$ cat src/hdl/pipeline_control_macros.svh
// Pipeline control constants for the reset vector, trap cause codes and CSR addresses
`ifndef PIPELINE_CONTROL_MACROS_SVH
`define PIPELINE_CONTROL_MACROS_SVH

// First fetch address after reset
`define RESET_PC           32'h0000_0200

// Machine CSR addresses reachable through the CSR write strobe
`define CSR_MIE            12'h304
`define CSR_MTVEC          12'h305
`define CSR_MEPC           12'h341

// External interrupt enable position inside mie, and interrupt flag inside mcause
`define MIE_MEIE_BIT       11
`define IRQ_BIT            31

// Exception codes written to the low bits of mcause
`define CAUSE_INSN_MAL     32'd0
`define CAUSE_INSN_FAULT   32'd1
`define CAUSE_ILLEGAL_INSN 32'd2
`define CAUSE_BREAKPOINT   32'd3
`define CAUSE_LOAD_MAL     32'd4
`define CAUSE_LOAD_FAULT   32'd5
`define CAUSE_STORE_MAL    32'd6
`define CAUSE_STORE_FAULT  32'd7
`define CAUSE_ENV_CALL_M   32'd11
`define CAUSE_M_EXT_IRQ    32'd11

`endif

$ cat src/hdl/pipeline_control_pkg.sv
// Shared word, CSR address and trap cause types for the fetch and execute control slice
`default_nettype none

`include "pipeline_control_macros.svh"

package pipeline_control_pkg;

  // Data and address word, used for pc, epc, badaddr and CSR data
  typedef logic [31:0] word_t;

  // Twelve bit CSR address as encoded in the instruction
  typedef logic [11:0] csr_addr_t;

  //////////////////////////////////////////////////
  // Machine trap causes
  //////////////////////////////////////////////////

  // Synchronous exceptions keep bit 31 clear
  // The external interrupt carries the interrupt flag in bit 31
  typedef enum logic [31:0] {
    insn_mal     = `CAUSE_INSN_MAL,
    insn_fault   = `CAUSE_INSN_FAULT,
    illegal_insn = `CAUSE_ILLEGAL_INSN,
    breakpoint   = `CAUSE_BREAKPOINT,
    load_mal     = `CAUSE_LOAD_MAL,
    load_fault   = `CAUSE_LOAD_FAULT,
    store_mal    = `CAUSE_STORE_MAL,
    store_fault  = `CAUSE_STORE_FAULT,
    env_call_m   = `CAUSE_ENV_CALL_M,
    m_ext_irq    = (32'd1 << `IRQ_BIT) | `CAUSE_M_EXT_IRQ
  } cause_t;

endpackage

`default_nettype wire

$ cat src/hdl/hazard_unit.sv
// Hazard unit deciding stall, flush, pc enable and trap routing for the two stage pipeline
`timescale 1ns/1ns
`default_nettype none

module hazard_unit (
  // Fetch side request and instruction memory status
  input  wire logic                         iren_req,
  input  wire logic                         i_mem_busy,
  // Data access in execute
  input  wire logic                         dren,
  input  wire logic                         dwen,
  input  wire logic                         d_mem_busy,
  // Control flow outcome from execute
  input  wire logic                         jump,
  input  wire logic                         branch,
  input  wire logic                         mispredict,
  input  wire logic                         halt,
  // Exception flags
  input  wire logic                         fault_insn,
  input  wire logic                         mal_insn,
  input  wire logic                         illegal_insn,
  input  wire logic                         fault_l,
  input  wire logic                         mal_l,
  input  wire logic                         fault_s,
  input  wire logic                         mal_s,
  input  wire logic                         breakpoint,
  input  wire logic                         env_m,
  input  wire logic                         ret,
  // Feedback from the machine trap registers
  input  wire logic                         intr,
  input  wire logic                         insert_pc,
  // Exception pc and faulting address per stage
  input  wire pipeline_control_pkg::word_t  epc_f,
  input  wire pipeline_control_pkg::word_t  epc_e,
  input  wire pipeline_control_pkg::word_t  badaddr_f,
  input  wire pipeline_control_pkg::word_t  badaddr_e,
  output logic                              iren,
  output logic                              pc_en,
  output logic                              npc_sel,
  output logic                              if_ex_flush,
  output logic                              if_ex_stall,
  output logic                              wb_enable,
  output logic                              insert_priv_pc,
  output logic                              e_ex_stage,
  output logic                              e_f_stage,
  output logic                              trap_ret,
  output pipeline_control_pkg::word_t       trap_epc,
  output pipeline_control_pkg::word_t       trap_badaddr
);

  // Pipeline hazard terms
  logic dmem_access;
  logic branch_jump;
  logic wait_for_imem;
  logic wait_for_dmem;

  // Trap hazard terms
  logic ex_flush_hazard;
  logic intr_taken;

  //////////////////////////////////////////////////
  // Exception classification
  //////////////////////////////////////////////////

  // Faults raised by the instruction in execute
  assign e_ex_stage = illegal_insn | fault_l | mal_l | fault_s | mal_s |
                      breakpoint | env_m;

  // Faults raised while fetching
  assign e_f_stage = fault_insn | mal_insn;

  // An interrupt only wins when no exception is present in either stage
  assign intr_taken = intr & ~e_ex_stage & ~e_f_stage;

  // Never request a fresh instruction in the cycle an interrupt redirects fetch
  assign iren = iren_req & ~intr_taken;

  //////////////////////////////////////////////////
  // Stall and flush
  //////////////////////////////////////////////////

  assign dmem_access   = dren | dwen;
  assign branch_jump   = jump | (branch & mispredict);
  assign wait_for_imem = iren & i_mem_busy;
  assign wait_for_dmem = dmem_access & d_mem_busy;

  // A resolved branch or jump always fetches from branch_target
  assign npc_sel = branch_jump;

  // Fetch stage faults and interrupts wait for a pending data access to finish
  // Execute stage faults and mret flush at once
  assign ex_flush_hazard = ((intr_taken | e_f_stage) & ~wait_for_dmem) |
                           e_ex_stage | ret;

  // The pc holds on any busy memory or halt, but a redirect always moves it
  assign pc_en = (~wait_for_dmem & ~wait_for_imem & ~halt & ~ex_flush_hazard) |
                 branch_jump | insert_pc | ret;

  // A finished data access while fetch still waits leaves a bubble in the latch
  assign if_ex_flush = ex_flush_hazard | branch_jump |
                       (wait_for_imem & dmem_access & ~d_mem_busy);

  // Busy memory or halt holds the latch unless a trap is flushing it
  assign if_ex_stall = (wait_for_dmem | (wait_for_imem & ~dmem_access) | halt) &
                       (~ex_flush_hazard | e_ex_stage);

  // With two stages a control flow instruction retires even under a stall
  assign wb_enable = ~if_ex_stall | jump | branch;

  //////////////////////////////////////////////////
  // Trap routing to the machine registers
  //////////////////////////////////////////////////

  assign trap_ret       = ret;
  assign insert_priv_pc = insert_pc;

  // Execute faults report the execute pc, everything else the fetch pc
  assign trap_epc = e_ex_stage ? epc_e : epc_f;

  // The faulting address comes from the stage that faulted
  assign trap_badaddr = e_f_stage ? badaddr_f : badaddr_e;

endmodule

`default_nettype wire

$ cat src/hdl/priv_regs.sv
// Machine mode trap registers with trap entry, mret return and trap target selection
`timescale 1ns/1ns
`default_nettype none

`include "pipeline_control_macros.svh"

module priv_regs (
  input  wire logic                             clk,
  input  wire logic                             arst_n,
  input  wire logic                             e_ex_stage,
  input  wire logic                             e_f_stage,
  input  wire logic                             trap_ret,
  input  wire logic                             wb_enable,
  input  wire logic                             ext_irq,
  input  wire pipeline_control_pkg::word_t      trap_epc,
  input  wire pipeline_control_pkg::word_t      trap_badaddr,
  input  wire logic                             fault_insn,
  input  wire logic                             mal_insn,
  input  wire logic                             illegal_insn,
  input  wire logic                             fault_l,
  input  wire logic                             mal_l,
  input  wire logic                             fault_s,
  input  wire logic                             mal_s,
  input  wire logic                             breakpoint,
  input  wire logic                             env_m,
  input  wire logic                             csr_wen,
  input  wire pipeline_control_pkg::csr_addr_t  csr_addr,
  input  wire pipeline_control_pkg::word_t      csr_wdata,
  output logic                                  intr,
  output logic                                  insert_pc,
  output pipeline_control_pkg::word_t           priv_pc,
  output pipeline_control_pkg::cause_t          mcause,
  output pipeline_control_pkg::word_t           mepc
);
  import pipeline_control_pkg::*;

  // Trap vector base, faulting address and external interrupt enable
  word_t  mtvec;
  word_t  mbadaddr;
  logic   mie_meie;

  logic   exception;
  logic   irq_take;
  logic   trap_taken;
  cause_t next_cause;

  //////////////////////////////////////////////////
  // Trap decision
  //////////////////////////////////////////////////

  assign exception = e_ex_stage | e_f_stage;

  // An enabled interrupt is pending only when no exception is present
  assign intr = ext_irq & mie_meie & ~exception;

  // The interrupt enters once the execute instruction is allowed to retire
  assign irq_take   = intr & wb_enable;
  assign trap_taken = exception | irq_take;

  // Trap entry beats mret in the same cycle
  assign insert_pc = trap_taken | trap_ret;
  assign priv_pc   = trap_taken ? mtvec : mepc;

  // Fixed priority, fetch faults first
  // Enum literals are scoped since two of them share a name with the fault ports
  always_comb begin
    if (mal_insn)          next_cause = pipeline_control_pkg::insn_mal;
    else if (fault_insn)   next_cause = pipeline_control_pkg::insn_fault;
    else if (illegal_insn) next_cause = pipeline_control_pkg::illegal_insn;
    else if (breakpoint)   next_cause = pipeline_control_pkg::breakpoint;
    else if (env_m)        next_cause = pipeline_control_pkg::env_call_m;
    else if (mal_l)        next_cause = pipeline_control_pkg::load_mal;
    else if (fault_l)      next_cause = pipeline_control_pkg::load_fault;
    else if (mal_s)        next_cause = pipeline_control_pkg::store_mal;
    else if (fault_s)      next_cause = pipeline_control_pkg::store_fault;
    else                   next_cause = pipeline_control_pkg::m_ext_irq;
  end

  //////////////////////////////////////////////////
  // Register update
  //////////////////////////////////////////////////

  always_ff @(posedge clk or negedge arst_n) begin
    if (!arst_n) begin
      mtvec    <= '0;
      mepc     <= '0;
      mbadaddr <= '0;
      mcause   <= pipeline_control_pkg::insn_mal;
      mie_meie <= 1'b0;
    end else begin
      // Software writes land at the next edge
      if (csr_wen) begin
        case (csr_addr)
          `CSR_MTVEC: mtvec    <= csr_wdata;
          `CSR_MIE:   mie_meie <= csr_wdata[`MIE_MEIE_BIT];
          `CSR_MEPC:  mepc     <= csr_wdata;
          default:    ;
        endcase
      end
      // A trap in the same cycle overrides a software write to mepc
      if (trap_taken) begin
        mepc     <= trap_epc;
        mcause   <= next_cause;
        mbadaddr <= trap_badaddr;
      end
    end
  end

endmodule

`default_nettype wire

$ cat src/hdl/fetch_pc.sv
// Program counter register with sequential, branch and trap target selection
`timescale 1ns/1ns
`default_nettype none

`include "pipeline_control_macros.svh"

module fetch_pc (
  input  wire logic                         clk,
  input  wire logic                         arst_n,
  input  wire logic                         pc_en,
  input  wire logic                         npc_sel,
  input  wire logic                         insert_priv_pc,
  input  wire pipeline_control_pkg::word_t  priv_pc,
  input  wire pipeline_control_pkg::word_t  branch_target,
  output pipeline_control_pkg::word_t       pc
);
  import pipeline_control_pkg::*;

  word_t next_pc;

  //////////////////////////////////////////////////
  // Next pc selection
  //////////////////////////////////////////////////

  // Trap entry and mret take priority over a resolved branch
  always_comb begin
    if (insert_priv_pc) begin
      next_pc = priv_pc;
    end else if (npc_sel) begin
      next_pc = branch_target;
    end else begin
      // Sequential fetch of 32 bit instructions
      next_pc = pc + 32'd4;
    end
  end

  // The pc only moves when the hazard logic allows it
  always_ff @(posedge clk or negedge arst_n) begin
    if (!arst_n) begin
      pc <= `RESET_PC;
    end else if (pc_en) begin
      pc <= next_pc;
    end
  end

endmodule

`default_nettype wire

$ cat src/hdl/pipeline_control_top.sv
// Fetch and execute control slice joining the hazard unit, trap registers and pc
`timescale 1ns/1ns
`default_nettype none

module pipeline_control_top (
  input  wire logic                             clk,
  input  wire logic                             arst_n,
  input  wire logic                             iren_req,
  input  wire logic                             i_mem_busy,
  input  wire logic                             dren,
  input  wire logic                             dwen,
  input  wire logic                             d_mem_busy,
  input  wire logic                             jump,
  input  wire logic                             branch,
  input  wire logic                             mispredict,
  input  wire pipeline_control_pkg::word_t      branch_target,
  input  wire logic                             halt,
  input  wire logic                             fault_insn,
  input  wire logic                             mal_insn,
  input  wire logic                             illegal_insn,
  input  wire logic                             fault_l,
  input  wire logic                             mal_l,
  input  wire logic                             fault_s,
  input  wire logic                             mal_s,
  input  wire logic                             breakpoint,
  input  wire logic                             env_m,
  input  wire logic                             ret,
  input  wire pipeline_control_pkg::word_t      epc_f,
  input  wire pipeline_control_pkg::word_t      epc_e,
  input  wire pipeline_control_pkg::word_t      badaddr_f,
  input  wire pipeline_control_pkg::word_t      badaddr_e,
  input  wire logic                             ext_irq,
  input  wire logic                             csr_wen,
  input  wire pipeline_control_pkg::csr_addr_t  csr_addr,
  input  wire pipeline_control_pkg::word_t      csr_wdata,
  output pipeline_control_pkg::word_t           pc,
  output logic                                  iren,
  output logic                                  if_ex_stall,
  output logic                                  if_ex_flush,
  output logic                                  wb_enable,
  output pipeline_control_pkg::cause_t          mcause,
  output pipeline_control_pkg::word_t           mepc
);
  import pipeline_control_pkg::*;

  // Hazard decisions toward the pc register
  logic  pc_en;
  logic  npc_sel;
  logic  insert_priv_pc;

  // Trap handshake between hazard unit and machine registers
  logic  e_ex_stage;
  logic  e_f_stage;
  logic  trap_ret;
  logic  intr;
  logic  insert_pc;
  word_t trap_epc;
  word_t trap_badaddr;
  word_t priv_pc;

  //////////////////////////////////////////////////
  // Block instances
  //////////////////////////////////////////////////

  hazard_unit u_hazard_unit (
    .iren_req       (iren_req),
    .i_mem_busy     (i_mem_busy),
    .dren           (dren),
    .dwen           (dwen),
    .d_mem_busy     (d_mem_busy),
    .jump           (jump),
    .branch         (branch),
    .mispredict     (mispredict),
    .halt           (halt),
    .fault_insn     (fault_insn),
    .mal_insn       (mal_insn),
    .illegal_insn   (illegal_insn),
    .fault_l        (fault_l),
    .mal_l          (mal_l),
    .fault_s        (fault_s),
    .mal_s          (mal_s),
    .breakpoint     (breakpoint),
    .env_m          (env_m),
    .ret            (ret),
    .intr           (intr),
    .insert_pc      (insert_pc),
    .epc_f          (epc_f),
    .epc_e          (epc_e),
    .badaddr_f      (badaddr_f),
    .badaddr_e      (badaddr_e),
    .iren           (iren),
    .pc_en          (pc_en),
    .npc_sel        (npc_sel),
    .if_ex_flush    (if_ex_flush),
    .if_ex_stall    (if_ex_stall),
    .wb_enable      (wb_enable),
    .insert_priv_pc (insert_priv_pc),
    .e_ex_stage     (e_ex_stage),
    .e_f_stage      (e_f_stage),
    .trap_ret       (trap_ret),
    .trap_epc       (trap_epc),
    .trap_badaddr   (trap_badaddr)
  );

  // Trap state sits beside the hazard logic and feeds back intr and insert_pc
  priv_regs u_priv_regs (
    .clk          (clk),
    .arst_n       (arst_n),
    .e_ex_stage   (e_ex_stage),
    .e_f_stage    (e_f_stage),
    .trap_ret     (trap_ret),
    .wb_enable    (wb_enable),
    .ext_irq      (ext_irq),
    .trap_epc     (trap_epc),
    .trap_badaddr (trap_badaddr),
    .fault_insn   (fault_insn),
    .mal_insn     (mal_insn),
    .illegal_insn (illegal_insn),
    .fault_l      (fault_l),
    .mal_l        (mal_l),
    .fault_s      (fault_s),
    .mal_s        (mal_s),
    .breakpoint   (breakpoint),
    .env_m        (env_m),
    .csr_wen      (csr_wen),
    .csr_addr     (csr_addr),
    .csr_wdata    (csr_wdata),
    .intr         (intr),
    .insert_pc    (insert_pc),
    .priv_pc      (priv_pc),
    .mcause       (mcause),
    .mepc         (mepc)
  );

  fetch_pc u_fetch_pc (
    .clk            (clk),
    .arst_n         (arst_n),
    .pc_en          (pc_en),
    .npc_sel        (npc_sel),
    .insert_priv_pc (insert_priv_pc),
    .priv_pc        (priv_pc),
    .branch_target  (branch_target),
    .pc             (pc)
  );

endmodule

`default_nettype wire

$ cat config.mk
export PLATFORM = sky130hd
export DESIGN_NAME = pipeline_control_top
export DESIGN_NICKNAME = d
export VERILOG_FILES = /design/src/hdl/pipeline_control_pkg.sv /design/src/hdl/hazard_unit.sv /design/src/hdl/priv_regs.sv /design/src/hdl/fetch_pc.sv /design/src/hdl/pipeline_control_top.sv
export VERILOG_INCLUDE_DIRS = /design/src /design/src/hdl
export SDC_FILE = /design/constraint.sdc
export NUM_CORES = 1
export LEC_CHECK = 0
export ABC_AREA = 1
export CORE_MARGIN = 5
export CORE_UTILIZATION = 37
export CTS_CLUSTER_DIAMETER = 30
export DETAILED_ROUTE_END_ITERATION = 10
export DONT_BUFFER_PORTS = 1
export HOLD_SLACK_MARGIN = 0.02
export PLACE_DENSITY = 0.49
export SLEW_MARGIN = 15
export SYNTH_ARGS = -nofsm -noshare
export SYNTH_HDL_FRONTEND = slang
export SYNTH_HIERARCHICAL = 1
export SYNTH_SLANG_ARGS = --single-unit
$ cat constraint.sdc
create_clock -name clk -period 5.35 [get_ports clk]
set_input_delay 0 -clock clk [delete_from_list [all_inputs] [get_ports clk]]
set_output_delay 0 -clock clk [all_outputs]
set_load 0.02 [all_outputs]
==> run summary, run 1 <==
die area = 0.0225 mm2
Antenna Cells = 0
Slew @ Worst Pin = 1.04 ns
PostCTS Resize Cnt = 0
leakage = 0.00449 uW
first-pass GRT wire length = 39,300 um
Pwr Density = 190 mW/mm2
antenna violations before repair = 0
grt ovf = 0
CTS tree = built
Worst Hold Slack = 0.0269 ns
post-DR vias/cell = 4.89
clock buffer depth = 2
FMAX = 0.255 GHz
Slew Viols, Final = 0
Mapped Cells = 1,117
non-filler cells, final = 1,488
DP Cell Count = 1,331
Crit Path Category = flip-flop to flip-flop
routed vias = 7,278
CTS Sinks = 102
Max Cap Viol = 0
Die H = 150 um
vias in the first global route = 7,339
Detailed Route Iter0 Violations = 411
mean post-synth cell area = 6.48 um2
Ys Warns = 6
RSZ-0062 raised after global routing = no
Clock Tree Root = clkbuf_16
I/O Buffers = 0
worst hold path type = input port to flip-flop
setup bufs post-CTS = 0
Post-Route Utilization = 0.460
Max FO, Critical Path = 69
WL per Instance = 16.9 um
post-route ant nets = 0
num rows = 51
pin count of the biggest net entering global routing = 103
GP Congestion = 0.807
Worst Path Arrival = 4.15 ns
Num CTS Buffers = 9
Power Total = 1700 uW
# setup viols final = 0
Post-DP HPWL = 17,100 um
type of origin of the critical path = flip-flop
Area growth syn-to-layout = 23.2%
peak supply drop = 0.136 mV
clk_lat worst skew = 0.36 ns
Pre-antenna DRT Iters = 5
H-tree Lvls = 3
I/O pins = 327
die width = 150 um
clock-pin slew on the worst setup and hold paths = 0.07 ns
period utilization = 0.733
Mapped Area = 0.00724 mm2
Nets = 1,446
Setup crit end kind = flip-flop
layout cell share with drive strength beyond 1 = 0.0703
status = finished, final reports clean
Clock Skew = 0.00647 ns
Initial Utilization = 0.373
Core Footprint = 0.0194 mm2
Hold Buf Count CTS = 141
Total Wirelength = 25,100 um
GR Util All Layers = 0.221
Required @ worst endpoint = 5.58 ns
total negative slack = 0 ns
fin crit period = 3.92 ns
Remaining DRCs = 0
Slew headroom = 0.308
final hold vios = 0
final timing paths:
kind / from / to / slack, ns / cells after the start
max: u_priv_regs/mie_meie / u_fetch_pc/pc[22] / 1.43 / 16
min: epc_e[14] / u_priv_regs/mepc[14] / 0.03 / 6
max reg2reg: u_priv_regs/mie_meie / u_fetch_pc/pc[22] / 1.43 / 16
min reg2reg: u_priv_regs/mtvec[4] / u_priv_regs/mtvec[4] / 0.48 / 2
max in group asynchronous: arst_n / u_fetch_pc/pc[9] / 4.64 / 2
min in group asynchronous: arst_n / u_fetch_pc/pc[16] / 0.28 / 2
report_power, final:
part           switching, uW  total (uW)  internal, uW
Combinational           99.7         197          97.6
Clock                    313         668           356
Sequential              42.1         830           787
cell usage in the layout, fill, tap and decap left out, drive strengths merged:
cell type,n
dlygate4sd3,140
a21boi,1
o211ai,4
a21oi,26
nand2,561
a41oi,2
dfrtp,101
nand3b,3
nand3,80
a221oi,15
xnor2,2
or2,3
conb,27
inv,55
o21bai,2
ha,1
clkinvlp,1
o21ai,45
clkinv,4
a22oi,2
buf,9
clkbuf,12
nor3,7
and2,1
dfstp,1
nand4,4
and3,2
a22o,6
a31oi,6
nor2,100
layer usage:
metal | global-route usage | routed length (um) | vias to the layer above
met5 | 0 | 0 | -
met4 | 0.0650 | 439 | 0
met3 | 0.0376 | 1600 | 22
met2 | 0.370 | 11800 | 212
met1 | 0.294 | 11300 | 3361
li1 | - | - | 3683
layout make-up:
class                   instances  area [um2]
clock buffers                  12         267
clock inverters                 4        30.0
fillers                      2068       10500
inverters                      56         211
multi-input cells             900        4040
flip-flops and latches        102        2550
well taps                     265         332
repair buffers                149        1490
through the flow:
step / setup WS (ns) / area [um2]
3_3_place_gp: 1.37 / 7200
4_1_cts: 1.44 / 8920
2_1_floorplan: 2.36 / 7340
3_5_place_dp: 1.34 / 7200
6_report: 1.43 / 8920
5_1_grt: 0.976 / 8920
flip-flops by register name, indices dropped and copies added (netlist names):
| signal | flops |
|---|---|
| u_fetch_pc/pc | 32 |
| u_priv_regs/mcause | 5 |
| u_priv_regs/mepc | 32 |
| u_priv_regs/mie_meie | 1 |
| u_priv_regs/mtvec | 32 |
critical path, stage by stage (launching register included):
cell      delay [ns]
dfrtp_1         0.38
and3_1          0.16
inv_1           0.05
nor2_1          0.17
nand2_2         0.08
nand3_2         0.11
nand2_2         0.06
nand3_1         0.21
nand3_1         0.13
nand2_2         0.07
buf_4           0.62
clkinv_2        0.53
buf_4           0.40
nand2_1         0.10
nand2_1         0.05
a221oi_1        0.53
a21oi_2         0.10
No activity file was read; power rests on OpenSTA's default activity.
==> inputs of run 2 (changes only) <==
--- a/config.mk
+++ b/config.mk
@@ -6,7 +6,7 @@
 export SDC_FILE = /design/constraint.sdc
 export NUM_CORES = 1
 export LEC_CHECK = 0
-export ABC_AREA = 1
+export ABC_AREA = 0
 export CORE_MARGIN = 5
 export CORE_UTILIZATION = 37
 export CTS_CLUSTER_DIAMETER = 30
==> constraint.sdc (replaced) <==
create_clock -name clk -period 3.7 [get_ports clk]
set_input_delay 0 -clock clk [delete_from_list [all_inputs] [get_ports clk]]
set_output_delay 0 -clock clk [all_outputs]
set_load 0.02 [all_outputs]
==> run 2 against run 1 <==
Flip-flop and latch count did not move. First-iteration DRC count fell by 21%. Final area fell by 11%. Via count fell by 25%. Maximum frequency rose by 14%. Core utilization fell by 1.3 points. Clock-buffer cell count fell by 3. Synthesized area fell by 7.9%. Clock skew rose by 0.0035 ns. Critical endpoint is now u_priv_regs/mcause[1]. Largest power group unchanged.
==> run summary, run 2 <==
Antenna Cells = 0
peak supply drop = 0.195 mV
Clock Tree Root = clkbuf_16
clock buffer depth = 2
final hold vios = 0
Largest regs = u_fetch_pc/pc: 32 flops, u_priv_regs/mepc: 32 flops, u_priv_regs/mtvec: 32 flops
CTS tree = built
Core Footprint = 0.0178 mm2
Initial Utilization = 0.374
Slew @ Worst Pin = 0.944 ns
Critical-path top delay cell = dlygate4sd3_1
Remaining DRCs = 0
Critical path buffers and inverters = 3
clock-pin slew on the worst setup and hold paths = 0.07 ns
routed vias = 5,490
I/O Buffers = 0
post-DR vias/cell = 5.84
Detailed Route Iter0 Violations = 324
status = finished, final reports clean
Clock Skew = 0.0100 ns
antenna violations before repair = 0
post-route ant nets = 0
most frequent cells in the layout = dfrtp_1 (101), dlygate4sd3_1 (88), mux2_2 (79)
crit path cell chain = nand2_1, nor3_1, or3_1, a211oi_2, o2111ai_2, a311oi_4, buf_4, buf_4, nand2_1, o41ai_1, dlygate4sd3_1
most common cell after layout, fill and taps aside = dfrtp_1
grt ovf = 0
worst hold start = epc_f[9]
Max Cap Viol = 0
Total Wirelength = 21,200 um
Area growth syn-to-layout = 19.6%
die width = 144 um
FF-to-FF End = u_priv_regs/mcause[1]
Ys Warns = 6
Num CTS Buffers = 9
Nets = 934
first-pass GRT wire length = 33,200 um
Crit Path Category = flip-flop to flip-flop
total negative slack = 0 ns
I/O pins = 327
Worst Path Arrival = 3.73 ns
Pre-antenna DRT Iters = 4
mean post-synth cell area = 10.5 um2
fin crit period = 3.45 ns
layout cell share with drive strength beyond 1 = 0.231
FMAX = 0.290 GHz
H-tree Lvls = 3
num rows = 49
Pwr Density = 304 mW/mm2
RSZ-0062 raised after global routing = no
hold path depth = 3
period utilization = 0.933
Required @ worst endpoint = 3.98 ns
Crit path largest cell delay = 0.62 ns
Slew Viols, Final = 0
Final WS setup = 0.249 ns
Hold EP = u_priv_regs/mepc[9]
type of origin of the critical path = flip-flop
vias in the first global route = 5,974
die area = 0.0208 mm2
CTS Sinks = 102
clk_lat worst skew = 0.36 ns
Die H = 144 um
Max FO, Critical Path = 23
Setup crit end kind = flip-flop
# setup viols final = 0
PostCTS Resize Cnt = 0
GP Congestion = 0.801
worst r2r path cells = 11
WL per Instance = 22.5 um
Post-DP HPWL = 14,900 um
dpl ws = 0.267 ns
Worst R2R Setup Slack = 0.25 ns
pin count of the biggest net entering global routing = 103
Mapped Cells = 637
worst hold path type = input port to flip-flop
Reg-to-Reg Start = u_priv_regs/mie_meie
Top delay family on crit path = buffers and inverters
Mapped Area = 0.00667 mm2
Power Total = 2430 uW
Slew headroom = 0.365
GR Util All Layers = 0.203
leakage = 0.00349 uW
==> run 2: cell type report <==
class | count | area [um2]
clock inverter | 7 | 80.1
sequential | 102 | 2550
multi-input combinational | 476 | 3750
clock buffer | 9 | 225
timing repair buffer | 107 | 1040
tap | 229 | 287
inverter | 10 | 37.5
fill | 1658 | 9860
==> run 2: stage by stage <==
step            util  cells  hold slack [ns]  cell area [um2]
3_5_place_dp   0.379    835           -0.293             6770
3_3_place_gp   0.379    835           -0.293             6770
4_1_cts        0.447    940           0.0209             7980
2_1_floorplan      -    663           -0.296             6770
6_report       0.447    940           0.0314             7980
5_1_grt        0.447    940           0.0255             7980
==> run 2: worst max-delay path by stage <==
stage / startpoint / end / slack [ns] / cells after the start
2_1_floorplan: u_priv_regs/mie_meie / u_fetch_pc/pc[15] / 0.02 / 14
3_3_place_gp: u_priv_regs/mie_meie / u_fetch_pc/pc[13] / 0.32 / 11
3_5_place_dp: u_priv_regs/mie_meie / u_fetch_pc/pc[13] / 0.27 / 11
4_1_cts: u_priv_regs/mie_meie / u_fetch_pc/pc[13] / 0.27 / 11
5_1_grt: u_priv_regs/mie_meie / u_priv_regs/mcause[1] / 0.10 / 11
6_report: u_priv_regs/mie_meie / u_priv_regs/mcause[1] / 0.25 / 11
==> run 2: per-layer routing <==
| layer | up-vias | wire (um) | share of wire | GRT usage |
|---|---|---|---|---|
| met5 | - | 0 | 0 | 0 |
| met2 | 205 | 10400 | 0.49 | 0.339 |
| met3 | 21 | 1700 | 0.080 | 0.0608 |
| met4 | 0 | 293 | 0.014 | 0.0604 |
| li1 | 2542 | - | - | - |
| met1 | 2722 | 8790 | 0.41 | 0.255 |
==> run 2: power breakdown <==
part           leakage, uW  internal, uW  switching, uW
logic              0.00200           129            110
registers          0.00134          1140           55.6
clock network     0.000148           534            461
total              0.00349          1800            626
==> run 2: what timing repair did <==
action	CTS	global route
hold buffers	89	0
buffers inserted	0	0
hold endpoints to repair	202	0
==> run 2: worst min-delay path: cells and delay by family <==
family | cells | cell delay (ns)
AOI/OAI and AO/OA | 1 | 0.16
muxes | 1 | 0.11
and+or+nand+nor | 1 | 0.08
==> inputs of run 3 (changes only) <==
--- a/config.mk
+++ b/config.mk
@@ -7,13 +7,13 @@
 export NUM_CORES = 1
 export LEC_CHECK = 0
 export ABC_AREA = 0
-export CORE_MARGIN = 5
-export CORE_UTILIZATION = 37
+export CORE_AREA = 5 5 124 126
 export CTS_CLUSTER_DIAMETER = 30
 export DETAILED_ROUTE_END_ITERATION = 10
+export DIE_AREA = 0 0 129 131
 export DONT_BUFFER_PORTS = 1
 export HOLD_SLACK_MARGIN = 0.02
-export PLACE_DENSITY = 0.49
+export PLACE_DENSITY = 0.63
 export SLEW_MARGIN = 15
 export SYNTH_ARGS = -nofsm -noshare
 export SYNTH_HDL_FRONTEND = slang
==> constraint.sdc (replaced) <==
create_clock -name clk -period 3.4 [get_ports clk]
set_input_delay 0 -clock clk [delete_from_list [all_inputs] [get_ports clk]]
set_output_delay 0 -clock clk [all_outputs]
set_load 0.02 [all_outputs]
==> run 3 against run 2 <==
Core utilization up 11 points. Critical path depth is 1 higher. Non-clock buffer count shrank 11. Die area is 19% lower. Clock skew decreased by 0.0023 ns. Clock-buffer cell count grew 1. Power increased by 7.9%. Flip-flop and latch count unchanged. Sequential share of layout area is 0.43 points higher. Worst setup slack got worse by 0.091 ns.
==> run summary, run 3 (same netlist as run 2, synthesis figures left out) <==
status = finished, final reports clean
Die H = 131 um
Largest regs = u_fetch_pc/pc: 32 flops, u_priv_regs/mepc: 32 flops, u_priv_regs/mtvec: 32 flops
Antenna Cells = 0
Worst Path Arrival = 3.48 ns
WL per Instance = 24.0 um
die area = 0.0169 mm2
Remaining DRCs = 0
pin count of the biggest net entering global routing = 103
non-filler cells, final = 884
clock share of power = 0.407
Critical-path top delay cell = a311oi_4
most common cell after layout, fill and taps aside = dfrtp_1
Reg-to-Reg Start = u_priv_regs/mie_meie
post-DR vias/cell = 6.31
Pre-antenna DRT Iters = 5
Setup crit end kind = flip-flop
type of origin of the critical path = flip-flop
DP Cell Count = 790
H-tree Lvls = 3
first-pass GRT wire length = 32,500 um
clk_lat worst skew = 0.35 ns
Slew headroom = 0.418
Nets = 923
grt ovf = 0
Internal Pwr Total = 1960 uW
Num CTS Buffers = 9
Psw = 659 uW
Placed Area = 0.00676 mm2
critical path startpoint = u_priv_regs/mie_meie
# setup viols final = 0
worst hold start = epc_e[28]
GP Congestion = 0.891
fillers = 1,221
Slew Viols, Final = 0
worst hold path type = input port to flip-flop
Total Wirelength = 21,200 um
Net Sw Frac = 0.252
CTS tree = built
I/O Buffers = 0
Critical path buffers and inverters = 2
Design Area, Final = 0.00787 mm2
die width = 129 um
Max Cap Viol = 0
crit path cell chain = nand2_1, nor3_1, or3_1, a211oi_4, o2111ai_4, a311oi_4, buf_4, buf_12, mux2_2, a22oi_1, o31ai_1, a22o_1
Crit path largest cell delay = 0.41 ns
antenna violations before repair = 0
Post-DP HPWL = 14,900 um
fin crit period = 3.24 ns
Core Footprint = 0.0142 mm2
Max FO, Critical Path = 24
layout cell share with drive strength beyond 1 = 0.237
leakage = 0.00347 uW
Detailed Route Iter0 Violations = 438
post-route ant nets = 0
vias in the first global route = 5,816
Top delay family on crit path = compound AO/OA/AOI/OAI gates
period utilization = 0.953
peak supply drop = 0.247 mV
most frequent cells in the layout = dfrtp_1 (101), mux2_2 (79), dlygate4sd3_1 (76)
final hold vios = 0
Pwr Density = 333 mW/mm2
GR Util All Layers = 0.245
routed vias = 5,581
num rows = 44
Clock Skew = 0.00771 ns
FMAX = 0.308 GHz
clock-pin slew on the worst setup and hold paths = 0.07 ns
Required @ worst endpoint = 3.64 ns
clock buffer depth = 2
Crit Path Category = flip-flop to flip-flop
Comb pwr share = 0.097
I/O pins = 327
Initial Utilization = 0.470
Area growth syn-to-layout = 18.0%
Slew @ Worst Pin = 0.865 ns
CTS Sinks = 102
Clock Tree Root = clkbuf_16
Seq pwr share = 0.496
-- run 3: changes by cell type in the layout (fill, tap and decap cells not counted), sizes merged --
cell and delta:
clkbuf +1, buf +1, dlygate4sd3 -12, inv -1
-- run 3: worst reg2reg max path, cell delays in order (launching register included) --
cell and delay, ns:
dfrtp_1 0.38, nand2_1 0.06, nor3_1 0.06, or3_1 0.38, a211oi_4 0.31, o2111ai_4 0.16, a311oi_4 0.41, buf_4 0.19
buf_12 0.17, mux2_2 0.38, a22oi_1 0.28, o31ai_1 0.12, a22o_1 0.25
-- run 3: path summary, 6_finish.rpt --
kind	end	slack, ns	cells after the start
setup reg to reg	u_fetch_pc/pc[14]	0.16	12
hold / removal	u_priv_regs/mepc[28]	0.04	3
setup / recovery	u_fetch_pc/pc[14]	0.16	12
min in group asynchronous	u_fetch_pc/pc[17]	0.28	2
hold reg to reg	u_priv_regs/mtvec[19]	0.49	1
max in group asynchronous	u_fetch_pc/pc[9]	2.72	2
-- run 3: per-layer routing --
layer  global-route usage  share of wire  up-vias
met1                0.295           0.39     2750
met5                    0              0        -
met3               0.0691          0.097       31
met4               0.0939          0.024        0
met2                0.419           0.49      280
li1                     -              -     2520
-- run 3: final cells by class --
| cell class | instances | area (um2) | share of cell area |
|---|---|---|---|
| clock buffer | 10 | 239 | 0.0304 |
| clock inverter | 6 | 61.3 | 0.00779 |
| inverter | 10 | 37.5 | 0.00477 |
| multi-input combinational | 476 | 3780 | 0.480 |
| sequential | 102 | 2550 | 0.324 |
| tap | 184 | 230 | 0.0292 |
| timing repair buffer | 96 | 972 | 0.123 |
-- run 3: timing repair --
action                                  in CTS  in global routing
hold endpoints to repair                   202                  0
hold buffers                                77                  0
resized for setup                            0                  4
buffers inserted                             0                  1
endpoints found under the setup margin       0                  9
-- run 3: power by group through the flow --
| stage | clock network (uW) | logic, uW | registers, uW |
|---|---|---|---|
| 4_1_cts | 1100 | 252 | 1300 |
| 3_5_place_dp | 0 | 143 | 1320 |
| 2_1_floorplan | 0 | 152 | 1310 |
| 3_3_place_gp | 0 | 139 | 1320 |
| 6_report | 1070 | 253 | 1300 |
| 5_1_grt | 1140 | 275 | 1300 |
-- run 3: stage by stage --
step	utilization	power [uW]	hold WS (ns)	worst slack, ns	setup TNS, ns
floorplan	-	1460	-0.296	-0.0848	-0.189
global placement	0.476	1460	-0.292	0.155	0
detailed placement	0.476	1470	-0.292	0.0791	0
CTS	0.553	2650	0.0236	0.0914	0
global route	0.554	2720	0.0387	-0.0185	-0.0285
finish	0.554	2620	0.0373	0.158	0
